<file path="src/hdl/boxcar_pkg.sv">
// shared widths and window constants for the boxcar filter
// sample, sum and fill count types
// controller state encoding and accumulator command struct

package boxcar_pkg;

  ////////////////////////////////////////////////////////////////////////////
  // widths and window
  ////////////////////////////////////////////////////////////////////////////

  // input sample width, two's complement
  localparam int SAMPLE_W    = 12;

  // window is a power of two so the divide is a shift
  localparam int WINDOW_LOG2 = 4;
  localparam int WINDOW      = 1 << WINDOW_LOG2;

  // sum of WINDOW full-scale samples never needs more bits than this
  localparam int SUM_W       = SAMPLE_W + WINDOW_LOG2;

  // fill counter spans 0 to WINDOW inclusive
  localparam int FILL_W      = $clog2(WINDOW + 1);

  // bias added before the shift, round half up
  localparam int ROUND_HALF  = WINDOW / 2;

  ////////////////////////////////////////////////////////////////////////////
  // types
  ////////////////////////////////////////////////////////////////////////////

  typedef logic signed [SAMPLE_W-1:0] sample_t;
  typedef logic signed [SUM_W-1:0]    sum_t;
  typedef logic [FILL_W-1:0]          fill_cnt_t;

  // FILL until WINDOW samples since the last clear, then RUN
  typedef enum logic {
    FILL = 1'b0,
    RUN  = 1'b1
  } ctrl_state_e;

  // per-sample command from controller to accumulator
  typedef struct packed {
    logic upd;       // apply this sample
    logic restart;   // clear the sum before adding
    logic drop_old;  // subtract the delayed sample
    logic emit;      // this sample produces an output
  } accum_cmd_t;

endpackage

</file>
<file path="src/hdl/boxcar_accum.sv">
// running window sum for the boxcar filter
// add new sample, subtract delayed one, restart on clear
// emit flag carried alongside the sum

module boxcar_accum (
  // clock and reset
  input  logic                   clk,
  input  logic                   arst_n,

  // controller command for this cycle
  input  boxcar_pkg::accum_cmd_t cmd,

  // new sample and the one leaving the window
  input  boxcar_pkg::sample_t    in_data,
  input  boxcar_pkg::sample_t    old_sample,

  // registered sum and its output flag
  output boxcar_pkg::sum_t       sum,
  output logic                   sum_emit
);

  ////////////////////////////////////////////////////////////////////////////
  // operands
  ////////////////////////////////////////////////////////////////////////////

  // sign extended to sum width
  boxcar_pkg::sum_t new_ext;
  boxcar_pkg::sum_t old_ext;

  assign new_ext = in_data;
  assign old_ext = old_sample;

  ////////////////////////////////////////////////////////////////////////////
  // sum register
  ////////////////////////////////////////////////////////////////////////////

  // intermediate wrap in add then subtract cancels out
  always_ff @(posedge clk or negedge arst_n) begin
    if (!arst_n) begin
      sum      <= '0;
      sum_emit <= 1'b0;
    end else begin
      if (cmd.upd) begin
        if (cmd.restart) begin
          sum <= new_ext;
        end else if (cmd.drop_old) begin
          sum <= sum + new_ext - old_ext;
        end else begin
          sum <= sum + new_ext;
        end
      end else if (cmd.restart) begin
        // clear with no sample empties the window
        sum <= '0;
      end
      // one cycle behind the strobe like the sum
      sum_emit <= cmd.emit;
    end
  end

endmodule

</file>
<file path="src/hdl/boxcar_ctrl.sv">
// window fill tracking FSM for the boxcar filter
// turns sample strobe and clear into accumulator commands
// drives the full level

module boxcar_ctrl (
  // clock and reset
  input  logic                   clk,
  input  logic                   arst_n,

  // sample strobe and restart pulse
  input  logic                   in_valid,
  input  logic                   clear,

  // command to the accumulator, same cycle as the strobe
  output boxcar_pkg::accum_cmd_t cmd,

  // window holds WINDOW samples
  output logic                   full
);

  ////////////////////////////////////////////////////////////////////////////
  // state
  ////////////////////////////////////////////////////////////////////////////

  boxcar_pkg::ctrl_state_e state;
  boxcar_pkg::ctrl_state_e state_nxt;

  // accepted samples since the last clear, saturates at WINDOW
  boxcar_pkg::fill_cnt_t   fill_cnt;
  boxcar_pkg::fill_cnt_t   fill_cnt_nxt;

  // this strobe would complete the first window
  logic                    last_fill;

  assign last_fill = (state == boxcar_pkg::FILL) &&
                     (fill_cnt == boxcar_pkg::fill_cnt_t'(boxcar_pkg::WINDOW - 1));

  // next state and count
  always_comb begin
    state_nxt    = state;
    fill_cnt_nxt = fill_cnt;
    if (clear) begin
      // a coinciding strobe is the first sample of the new window
      state_nxt    = boxcar_pkg::FILL;
      fill_cnt_nxt = in_valid ? boxcar_pkg::fill_cnt_t'(1) : '0;
    end else if (in_valid && (state == boxcar_pkg::FILL)) begin
      fill_cnt_nxt = fill_cnt + 1'b1;
      if (last_fill) begin
        state_nxt = boxcar_pkg::RUN;
      end
    end
  end

  always_ff @(posedge clk or negedge arst_n) begin
    if (!arst_n) begin
      state    <= boxcar_pkg::FILL;
      fill_cnt <= '0;
    end else begin
      state    <= state_nxt;
      fill_cnt <= fill_cnt_nxt;
    end
  end

  ////////////////////////////////////////////////////////////////////////////
  // commands
  ////////////////////////////////////////////////////////////////////////////

  always_comb begin
    cmd.upd      = in_valid;
    cmd.restart  = clear;
    // delay line output is stale or unreset outside RUN
    cmd.drop_old = in_valid && !clear && (state == boxcar_pkg::RUN);
    // full window after this sample
    cmd.emit     = in_valid && !clear && ((state == boxcar_pkg::RUN) || last_fill);
  end

  // level, rises at the edge of the WINDOW-th strobe
  assign full = (state == boxcar_pkg::RUN);

endmodule

</file>
<file path="src/hdl/boxcar_round.sv">
// divide the window sum by WINDOW, round half up
// registered average and output strobe

module boxcar_round (
  // clock and reset
  input  logic                clk,
  input  logic                arst_n,

  // window sum and its output flag
  input  boxcar_pkg::sum_t    sum,
  input  logic                sum_emit,

  // rounded average, strobe for one cycle
  output boxcar_pkg::sample_t out_avg,
  output logic                out_valid
);

  ////////////////////////////////////////////////////////////////////////////
  // rounding
  ////////////////////////////////////////////////////////////////////////////

  // max sum plus the bias still fits, no extra bit
  boxcar_pkg::sum_t biased;
  boxcar_pkg::sum_t shifted;

  assign biased  = sum + boxcar_pkg::sum_t'(boxcar_pkg::ROUND_HALF);
  // arithmetic shift keeps the sign, rounds toward +inf on a tie
  assign shifted = biased >>> boxcar_pkg::WINDOW_LOG2;

  ////////////////////////////////////////////////////////////////////////////
  // output registers
  ////////////////////////////////////////////////////////////////////////////

  // average held between outputs
  always_ff @(posedge clk) begin
    if (sum_emit) begin
      out_avg <= shifted[boxcar_pkg::SAMPLE_W-1:0];
    end
  end

  always_ff @(posedge clk or negedge arst_n) begin
    if (!arst_n) begin
      out_valid <= 1'b0;
    end else begin
      out_valid <= sum_emit;
    end
  end

endmodule

</file>
<file path="src/hdl/boxcar_top.sv">
// boxcar moving-average filter top level
// controller, delay line, running sum and rounding stage

module boxcar_top (
  // clock and reset
  input  logic                clk,
  input  logic                arst_n,

  // sample stream in
  input  logic                in_valid,
  input  boxcar_pkg::sample_t in_data,
  input  logic                clear,

  // averages out
  output logic                out_valid,
  output boxcar_pkg::sample_t out_avg,
  output logic                full
);

  ////////////////////////////////////////////////////////////////////////////
  // internal wires
  ////////////////////////////////////////////////////////////////////////////

  boxcar_pkg::accum_cmd_t cmd;
  boxcar_pkg::sample_t    old_sample;
  boxcar_pkg::sum_t       sum;
  logic                   sum_emit;

  // fill tracking and command decode
  boxcar_ctrl u_ctrl (
    .clk      (clk),
    .arst_n   (arst_n),
    .in_valid (in_valid),
    .clear    (clear),
    .cmd      (cmd),
    .full     (full)
  );

  // sample from WINDOW strobes back, advances on every strobe
  shift_reg #(
    .WIDTH (boxcar_pkg::SAMPLE_W),
    .DEPTH (boxcar_pkg::WINDOW - 1)
  ) u_delay (
    .clk  (clk),
    .ena  (in_valid),
    .din  (in_data),
    .dout (old_sample)
  );

  // running sum, one cycle after the strobe
  boxcar_accum u_accum (
    .clk        (clk),
    .arst_n     (arst_n),
    .cmd        (cmd),
    .in_data    (in_data),
    .old_sample (old_sample),
    .sum        (sum),
    .sum_emit   (sum_emit)
  );

  // average, two cycles after the strobe
  boxcar_round u_round (
    .clk       (clk),
    .arst_n    (arst_n),
    .sum       (sum),
    .sum_emit  (sum_emit),
    .out_avg   (out_avg),
    .out_valid (out_valid)
  );

endmodule

</file>
<file path="src/hdl/shift_reg.sv">
// enabled delay line, DEPTH+1 register stages
// no reset, output taken straight from the last stage

module shift_reg #(
  // data width
  parameter int WIDTH = 1,
  // extra stages, 0 gives a single register
  parameter int DEPTH = 7
) (
  // clock and enable
  input  logic             clk,
  input  logic             ena,

  // data in and delayed data out
  input  logic [WIDTH-1:0] din,
  output logic [WIDTH-1:0] dout
);

  ////////////////////////////////////////////////////////////////////////////
  // storage
  ////////////////////////////////////////////////////////////////////////////

  // stage 0 takes din, stage DEPTH drives dout
  logic [WIDTH-1:0] stage [DEPTH+1];

  // contents are unknown until DEPTH+1 enabled edges have passed
  always_ff @(posedge clk) begin
    if (ena) begin
      stage[0] <= din;
      // move every stage one step along
      for (int i = 1; i <= DEPTH; i++) begin
        stage[i] <= stage[i-1];
      end
    end
  end

  ////////////////////////////////////////////////////////////////////////////
  // output
  ////////////////////////////////////////////////////////////////////////////

  // registered, no logic after the last flop
  assign dout = stage[DEPTH];

  // with ena high at an edge, dout then holds the word
  // that entered DEPTH+1 enabled edges earlier
  // so in a strobe cycle it shows the sample from
  // DEPTH+1 strobes before the current one

endmodule

</file>
<file path="config.mk">
export PLATFORM = sky130hd
export DESIGN_NAME = boxcar_top
export DESIGN_NICKNAME = d
export VERILOG_FILES = /design/src/hdl/boxcar_pkg.sv /design/src/hdl/boxcar_accum.sv /design/src/hdl/boxcar_ctrl.sv /design/src/hdl/boxcar_round.sv /design/src/hdl/boxcar_top.sv /design/src/hdl/shift_reg.sv
export SDC_FILE = /design/constraint.sdc
export NUM_CORES = 1
export LEC_CHECK = 0
export ABC_AREA = 1
export BUFFER_PORTS_ARGS = -buffer_cell sky130_fd_sc_hd__buf_2
export CAP_MARGIN = 20
export CORE_ASPECT_RATIO = 1.4
export CORE_UTILIZATION = 49
export DETAILED_ROUTE_END_ITERATION = 8
export GPL_TIMING_DRIVEN = 0
export PLACE_DENSITY = 0.63
export SLEW_MARGIN = 15
export SYNTH_ARGS = -nofsm -noshare
export SYNTH_HDL_FRONTEND = slang
export SYNTH_SLANG_ARGS = --single-unit
export TNS_END_PERCENT = 5
</file>
<file path="constraint.sdc">
create_clock -name clk -period 3.8 [get_ports clk]
set_input_delay 0.19 -clock clk [delete_from_list [all_inputs] [get_ports clk]]
set_output_delay 0.19 -clock clk [all_outputs]
set_load 0.005 [all_outputs]
</file>
==> results of run 1 <==
[Yosys cell counts (all sizes together) (2+ instances only)]
| master | n | area (um2) |
|---|---|---|
| nor2 | 30 | 130 |
| ha | 33 | 413 |
| o211ai | 2 | 15.0 |
| or2 | 6 | 37.5 |
| edfxtp | 204 | 6130 |
| nand2 | 156 | 586 |
| nor3 | 6 | 41.3 |
| o221ai | 3 | 26.3 |
| dfrtp | 24 | 601 |
| nand3 | 48 | 258 |
| fa | 2 | 40.0 |
| a31oi | 2 | 12.5 |
| clkbuf | 2 | 7.51 |
| xnor2 | 7 | 61.3 |
| nand4 | 8 | 50.1 |
| o21ai | 12 | 60.1 |
| xor2 | 14 | 123 |
| and2 | 5 | 31.3 |
| inv | 81 | 304 |
| o21bai | 4 | 30.0 |
| a21oi | 31 | 155 |
| o2111ai | 4 | 35.0 |
[cell type report]
type | count | area [um2] | share of cell area, %
Tap cell | 244 | 305 | 2.90
Sequential cell | 228 | 6730 | 63.8
Buffer | 3 | 12.5 | 0.119
Inverter | 81 | 304 | 2.88
Timing Repair Buffer | 44 | 323 | 3.06
Multi-Input combinational cell | 380 | 2170 | 20.6
Clock buffer | 32 | 639 | 6.06
Clock inverter | 10 | 61.3 | 0.582
[stage by stage]
stage | cells | power [mW] | utilization [%] | instance area (um2)
after CTS | 1022 | 6.34 | 56.9 | 10500
after floorplan | 692 | 3.87 | - | 9210
after global placement | 965 | 4.21 | 52.1 | 9660
final | 1022 | 6.26 | 56.9 | 10500
after detailed placement | 966 | 4.22 | 52.3 | 9700
after global routing | 1022 | 6.62 | 56.9 | 10500
[sequential cells by signal (all words and copies together), names as in the netlist]
name and count:
u_ctrl.full 1, u_round.out_valid 1, u_accum.sum 16, u_round.out_avg 12, u_delay.stage 192, u_ctrl.fill_cnt 5, u_accum.sum_emit 1
[per-layer routing]
metal  track usage [%]  up-vias  wire, um
met5                 0        -         0
met4              6.00        0       416
met1              24.6     2504      7680
met3              2.99       28       688
met2              31.9       84      8300
li1                  -     2560         -
[power by group]
group          switching, mW  internal [mW]  leakage, nW  total, mW
sequential            0.0834           2.92         2.30       3.00
clock                  0.900           1.18        0.344       2.08
combinational          0.766          0.415         1.63       1.18
total                   1.75           4.51         4.27       6.26
[cells by family (layout without fill, tap and decap cells)]
kind of cell / count (synthesis) / after routing / synth area share (%)
AO/OA/AOI/OAI: 62 / 62 / 3.95
XOR/XNOR: 21 / 21 / 2.00
adder cells (fa/ha/maj): 35 / 35 / 4.92
buffers and inverters: 84 / 170 / 3.44
flip-flops: 228 / 228 / 73.0
AND/OR/NAND/NOR: 262 / 262 / 12.7
[path summary, 6_finish.rpt]
path	from	end	cells past startpoint
max in group asynchronous	arst_n	u_accum.sum[6]	2
worst max-delay path	u_accum.sum[0]	u_accum.sum[11]	19
worst max register to register	u_accum.sum[0]	u_accum.sum[11]	19
worst min-delay path	in_valid	u_delay.stage[0][10]	1
worst min register to register	u_delay.stage[0][19]	u_delay.stage[0][31]	0
min in group asynchronous	arst_n	u_accum.sum[4]	2
[timing repair]
item,in CTS,in global routing
hold buffers,14,0
gates resized for setup,0,1
setup endpoints to repair,0,3
endpoints found under the hold margin,47,0
[worst reg2reg max path, cell delays in order (launching register included)]
cell	delay, ns
dfrtp_1	0.35
ha_1	0.17
inv_1	0.06
fa_1	0.42
o21ai_2	0.29
nand2_1	0.10
nand2_1	0.12
xor2_1	0.30
ha_1	0.37
nand2_1	0.12
inv_1	0.06
a21oi_1	0.13
nand2_1	0.14
nand2_1	0.09
nand2_1	0.07
or2_1	0.21
nand3_1	0.10
nand3_1	0.10
nand2_1	0.08
nand2_1	0.05
==> flow_summary.toml, run 1 <==
[detailed_routing]
dr_total_vias = 5176
routed_wl_um = 17100
route.detailed.drc = 0
ant_nets = 0
wl_per_cell_um = 16.7
firstDrtPassIters = 4
initialDrtViolationCount = 295
vias_per_cell = 5.06

[synth]
syn-instance-count = 692
yosys_warnings = 0
synth_edf_count = 204
postSynthAreaPerCell_um2 = 13.3
ys_async_sr_fraction_pct = 10.5
syn_nets = 743
ys_ff_latch = 228
syn_area_um2 = 9210
ys_types = 38
ys.flop_type = "edfxtp_1"
yosysSeqAreaShare_pct = 73.0

[sta]
hold_violations = 0
period_needed_ns = 3.46
fin_crit_sh_pct = 91.1
fmax_ghz = 0.289
whs_ns = 0.200
finalSetupTns_ns = 0
rsz0062_at_grt = "true"
maxSlewViolCount = 0
max-slew-margin-rel_pct = 54.7
final-setup-viol-count = 0
setup_slack_ns = 0.340
clock_skew_ns = 0.0224
worst_slew_pin_slew_ns = 0.680

[setup_path]
cp-end-kind = "flip-flop"
crit_chain = "ha_1 -> inv_1 -> fa_1 -> o21ai_2 -> nand2_1 -> nand2_1 -> xor2_1 -> ha_1 -> nand2_1 -> inv_1 -> a21oi_1 -> nand2_1 -> nand2_1 -> nand2_1 -> or2_1 -> nand3_1 -> nand3_1 -> nand2_1 -> nand2_1"
start_kind = "flip-flop"
critPathRequiredTime_ns = 4.19
path_buf_inv = 2
rrSetupSlack_ns = 0.34
critPathTopFamily = "simple AND/OR/NAND/NOR gates"
cpPeakStageDelay_ns = 0.42
crit_type = "reg -> reg"
crit_path_frequent_cell = "nand2_1"
crit_fanout = 5
slowest_stage = "fa_1"
cp_data_arrival_time_ns = 3.85

[clocking]
cts_tree = "done"
postCtsSetupBuffers = 0
clk_path_buf_depth = 3
clock_latency_ns = 0.52
htreeDepth = 1
cts_sinks = 228
root_buffer = "clkbuf_16"
cts.clk_slew.worst_paths_ns = 0.06
cts_buffers = 23

[grt]
antenna_found_initial = 0
grtUsageTotal_pct = 18.7
grt_max_degree = 106
grt_pass1_vias = 5257
gr-total-overflow = 0
grt_first_pass_wirelength_um = 27700

[power_and_ir_drop]
p_leak_nw = 4.27
powerDensity_nw_per_um2 = 594
vdd_drop_max_mv = 0.382

[floorplan]
start_util_pct = 49.7
die_x_um = 118
dieArea_um2 = 19400
ioPinCount = 30
die_h_um = 164
std_cell_rows = 59
core_region_area_um2 = 18500

[status]
status = "completed"

[layout]
area_growth_pct = 14.5
nets = 812
antenna_cells = 0
drive_gt1_share_pct = 9.77
layout_common_cells = "edfxtp_1, nand2_1, inv_1"
final_common_cell = "edfxtp_1"
fillCellCount = 1498

[placement]
io_buffers = 29
dp_slack_ns = 0.225
routabilityCongestion = 0.904
hpwl_um = 11600

[run]
cap_violations = 0

[min_path]
hold_class = "in -> reg"
(Power assumes the default switching activity.)
==> run 2, diff against run 1 <==
Settings changed: CAP_MARGIN 20 to 10, PLACE_DENSITY 0.63 to 0.65.
==> run 2 against run 1 <==
Register-to-register slack lost 0.06 ns. Maximum frequency shrank 1.7%. Sequential share of layout area grew 0.17 points. First-iteration DRC count grew 52%. Final cell count shrank 0.20%. Final area shrank 0.26%. Non-clock buffer count is the same. Hold slack lost 0.052 ns. Sequential power is essentially flat. Flip-flop and latch count is the same. Power shrank 0.89%. Core utilization shrank 0.15 points.
==> flow_summary.toml, run 2 (synthesized netlist as in run 1, its figures left out) <==
[setup_path]
crit_type = "in -> reg"
slowest_stage = "dlygate4sd3_1"
start_kind = "input port"
reg2regPathDepth = 19
setup.worst_path.start = "in_data[0]"
rrSetupSlack_ns = 0.28
crit_chain = "dlygate4sd3_1 -> buf_2 -> ha_1 -> inv_1 -> fa_1 -> o21ai_1 -> nand2_1 -> nand2_1 -> xor2_1 -> ha_1 -> nand2_1 -> inv_1 -> a21oi_1 -> nand2_1 -> nand2_1 -> nand2_1 -> or2_1 -> nand3_1 -> nand3_1 -> nand2_1 -> nand2_1"
crit_path_frequent_cell = "nand2_1"
regToRegStartpoint = "u_accum.sum[0]"
critPathRequiredTime_ns = 4.19
cp_data_arrival_time_ns = 3.91
cp-end-kind = "flip-flop"
cpPeakStageDelay_ns = 0.52
timing.rr.end = "u_accum.sum[11]"
crit_fanout = 5
crit_end = "u_accum.sum[11]"

[floorplan]
ioPinCount = 30
std_cell_rows = 59
start_util_pct = 49.7
die_h_um = 164
die_x_um = 118
core_region_area_um2 = 18500
dieArea_um2 = 19400

[power_and_ir_drop]
vdd_drop_max_mv = 0.402
netSwitchingPower_mw = 1.72
powerDensity_nw_per_um2 = 590
p_leak_nw = 4.26
power_mw = 6.21
combPwrFrac_pct = 18.9
clkPwrFrac_pct = 32.7
sw_frac_of_total_pct = 27.7
intPower_mw = 4.49
p_seq_share_pct = 48.3

[layout]
antenna_cells = 0
largest_reg_flops = 192
fillCellCount = 1517
final_core_util_pct = 56.7
nets = 811
area_growth_pct = 14.2
top_register = "u_delay.stage"
largest_registers = "u_delay.stage (192), u_accum.sum (16), u_round.out_avg (12)"
drive_gt1_share_pct = 9.66
layout_common_cells = "edfxtp_1, nand2_1, inv_1"
final_common_cell = "edfxtp_1"

[placement]
routabilityCongestion = 0.930
io_buffers = 29
hpwl_um = 11200

[clocking]
cts.clk_slew.worst_paths_ns = 0.06
htreeDepth = 1
clk_path_buf_depth = 3
root_buffer = "clkbuf_16"
clock_latency_ns = 0.51
cts_resized = 0
cts_tree = "done"
cts_buffers = 22
cts_sinks = 228

[grt]
grt_pass1_vias = 5217
gr-total-overflow = 0
grt_first_pass_wirelength_um = 27300
antenna_found_initial = 0
grt_max_degree = 122
grtUsageTotal_pct = 18.3

[sta]
hold_violations = 0
whs_ns = 0.149
finalSetupTns_ns = 0
final-setup-viol-count = 0
clock_skew_ns = 0.0146
worst_slew_pin_slew_ns = 0.685
period_needed_ns = 3.52
max-slew-margin-rel_pct = 54.3
maxSlewViolCount = 0
fin_crit_sh_pct = 92.6
rsz0062_at_grt = "false"
fmax_ghz = 0.284

[detailed_routing]
firstDrtPassIters = 5
vias_per_cell = 5.15
routed_wl_um = 16900
dr_total_vias = 5258
initialDrtViolationCount = 448
wl_per_cell_um = 16.6
ant_nets = 0
route.detailed.drc = 0

[run]
cap_violations = 0

[min_path]
hold_class = "in -> reg"

[status]
status = "completed"
-- run 2: cell types whose count changed in the layout (fill, tap and decap cells not counted), sizes merged --
cell	change
clkbuf	-4
clkinv	+3
inv	-2
bufinv	+1
-- run 2: per-layer routing --
layer | part of all wire [%] | global-route usage (%)
met1 | 44 | 24.0
met2 | 50 | 31.6
met3 | 3.8 | 2.71
met4 | 2.0 | 5.71
met5 | 0 | 0
-- run 2: stage by stage --
| stage | cells | setup WS (ns) | area [um2] |
|---|---|---|---|
| 5_1_grt | 1020 | 0.0316 | 10500 |
| 3_5_place_dp | 966 | 0.262 | 9700 |
| 4_1_cts | 1020 | 0.239 | 10500 |
| 3_3_place_gp | 965 | -1.31 | 9660 |
| 2_1_floorplan | 692 | 0.927 | 9210 |
| 6_report | 1020 | 0.280 | 10500 |
-- run 2: repair_timing --
item                                   CTS  global route
hold buffers                            14             0
buffers inserted                         0             0
endpoints found under the hold margin   47             0
-- run 2: worst max-delay path: cells and delay by family --
kind            cells  cell delay, ns
xor+xnor            1            0.27
fa+ha+maj           3            0.94
buf+inv             4            0.79
simple gates       11            1.16
compound gates      2            0.54
-- run 2: worst min path at each step --
stage               depth (start not counted)  startpoint              endpoint  slack (ns)
finish                                      1    in_valid   u_delay.stage[2][8]        0.15
global route                                1    in_valid  u_delay.stage[1][44]        0.19
CTS                                         1    in_valid  u_delay.stage[3][21]        0.17
detailed placement                          1      arst_n       u_accum.sum[10]        0.24
global placement                            1      arst_n       u_accum.sum[14]        0.22
floorplan                                   0      arst_n        u_accum.sum[0]       -0.11
-- run 2: area by class of cell --
cell class / instances / area (um2) / share of cell area (%)
plain buffers: 3 / 12.5 / 0.119
clock buffers: 28 / 583 / 5.54
clock inverters: 12 / 93.8 / 0.892
inverters: 81 / 304 / 2.89
multi-input cells: 380 / 2170 / 20.6
flip-flops and latches: 228 / 6730 / 64.0
well taps: 244 / 305 / 2.90
repair buffers: 44 / 323 / 3.07
-- run 2: power groups by stage --
stage / Sequential, mW / Combinational [mW] / Clock, mW
after global routing: 3.02 / 1.34 / 2.21
after global placement: 3.06 / 1.14 / 0
after floorplan: 3.02 / 0.844 / 0
after CTS: 3.00 / 1.18 / 2.11
after detailed placement: 3.05 / 1.16 / 0
final: 3.00 / 1.18 / 2.03
==> run 3, diff against run 2 <==
Settings changed: CORE_ASPECT_RATIO 1.4 to 0.9, RECOVER_POWER set to 100.
==> run 3 against run 2 <==
The flow now finishes with violations (capacitance limit, slew limit). Power rose by 1.3%. Via count fell by 1.7%. First-iteration DRC count fell by 9.2%.
==> flow_summary.toml, run 3 (synthesized netlist as in run 1, its figures left out) <==
[sta]
final-setup-viol-count = 0
rsz0062_at_grt = "false"
fin_crit_sh_pct = 91.7
finalSetupTns_ns = 0
fmax_ghz = 0.287
clock_skew_ns = 0.0117
worst_slew_pin_slew_ns = 2.24
max-slew-margin-rel_pct = -49.3
setup_slack_ns = 0.317
hold_violations = 0
maxSlewViolCount = 98
period_needed_ns = 3.48
whs_ns = 0.116

[grt]
grt_first_pass_wirelength_um = 26500
grt_pass1_vias = 5087
grtUsageTotal_pct = 17.7
grt_max_degree = 101
antenna_found_initial = 0
gr-total-overflow = 0

[min_path]
hold_class = "in -> reg"

[layout]
layoutNonFillerInstCount = 1019
layout_common_cells = "edfxtp_1, nand2_1, inv_1"
ff_latch_area_um2 = 6730
final_common_cell = "edfxtp_1"
antenna_cells = 0
nets = 811
largest_reg_flops = 192
drive_gt1_share_pct = 6.98
area_growth_pct = 13.4
final_core_util_pct = 56.8
fillCellCount = 1511
fin_area_um2 = 10400
largest_registers = "u_delay.stage (192), u_accum.sum (16), u_round.out_avg (12)"
top_register = "u_delay.stage"
multi_input_area_um2 = 2130

[placement]
dp_slack_ns = 0.326
dp_cells = 967
hpwl_um = 10900
placed_area_um2 = 9700
routabilityCongestion = 0.864
io_buffers = 29

[setup_path]
cp-end-kind = "flip-flop"
cpPeakStageDelay_ns = 0.40
crit_type = "reg -> reg"
rrSetupSlack_ns = 0.32
crit_path_frequent_cell = "nand2_1"
crit_chain = "ha_1 -> inv_1 -> fa_1 -> o21ai_1 -> nand2_1 -> nand2_1 -> xor2_1 -> ha_1 -> nand2_1 -> inv_1 -> a21oi_1 -> nand2_1 -> nand2_1 -> nand2_1 -> or2_1 -> nand3_1 -> nand3_1 -> nand2_1 -> nand2_1"
crit_fanout = 5
path_buf_inv = 2
cp_data_arrival_time_ns = 3.87
critPathTopFamily = "simple AND/OR/NAND/NOR gates"
start_kind = "flip-flop"
slowest_stage = "fa_1"
critPathRequiredTime_ns = 4.18

[run]
cap_violations = 1

[detailed_routing]
routed_wl_um = 16300
vias_per_cell = 5.07
dr_total_vias = 5171
wl_per_cell_um = 16.0
initialDrtViolationCount = 407
firstDrtPassIters = 5
route.detailed.drc = 0
ant_nets = 0

[clocking]
cts_sinks = 228
cts_buffers = 23
clk_path_buf_depth = 3
clock_latency_ns = 0.50
postCtsSetupBuffers = 0
cts_tree = "done"
root_buffer = "clkbuf_16"
htreeDepth = 1
cts.clk_slew.worst_paths_ns = 0.06

[power_and_ir_drop]
powerDensity_nw_per_um2 = 602
p_leak_nw = 4.19
power_mw = 6.29
vdd_drop_max_mv = 0.304

[floorplan]
start_util_pct = 50.0
std_cell_rows = 47
ioPinCount = 30
die_h_um = 132
core_region_area_um2 = 18400
dieArea_um2 = 19300
die_x_um = 147

[status]
violations = "capacitance limit, slew limit"
status = "complete, but fails checks"
run 3: repair_timing:
item | in CTS | in global routing
hold buffers | 13 | 0
endpoints found under the hold margin | 40 | 0
gates resized for setup | 0 | 0
run 3: worst register-to-register path: stages (launching register included):
cell	delay (ns)
dfrtp_1	0.35
ha_1	0.17
inv_1	0.06
fa_1	0.40
o21ai_1	0.34
nand2_1	0.09
nand2_1	0.13
xor2_1	0.30
ha_1	0.35
nand2_1	0.11
inv_1	0.07
a21oi_1	0.14
nand2_1	0.14
nand2_1	0.09
nand2_1	0.06
or2_1	0.20
nand3_1	0.10
nand3_1	0.13
nand2_1	0.10
nand2_1	0.05
run 3: final cells by class:
class,instances,share of cell area (%)
multi-input combinational,380,20.4
clock buffer,28,5.69
tap,245,2.93
inverter,81,2.91
clock inverter,11,1.04
timing repair buffer,43,2.49
sequential,228,64.4
buffer,3,0.120
run 3: worst paths after layout:
check / from / end / depth (start not counted)
max: u_accum.sum[0] / u_accum.sum[11] / 19
min: in_data[11] / u_delay.stage[0][11] / 1
max reg2reg: u_accum.sum[0] / u_accum.sum[11] / 19
min reg2reg: u_delay.stage[0][42] / u_delay.stage[1][6] / 0
max in group asynchronous: arst_n / u_accum.sum[2] / 2
min in group asynchronous: arst_n / u_accum.sum[7] / 2
run 3: routing by layer:
metal,share of wire (%),vias up,GRT usage [%]
li1,-,2556,-
met1,51,2490,27.3
met2,42,102,26.0
met3,4.3,23,3.01
met4,2.3,0,4.75
met5,0,-,0
run 3: power breakdown:
part           internal [mW]  switching (mW)  total [mW]  leakage, nW
clock network           1.24           0.879        2.12        0.343
registers               2.92          0.0810        3.00         2.30
logic                  0.406           0.755        1.16         1.55
total                   4.57            1.71        6.29         4.19
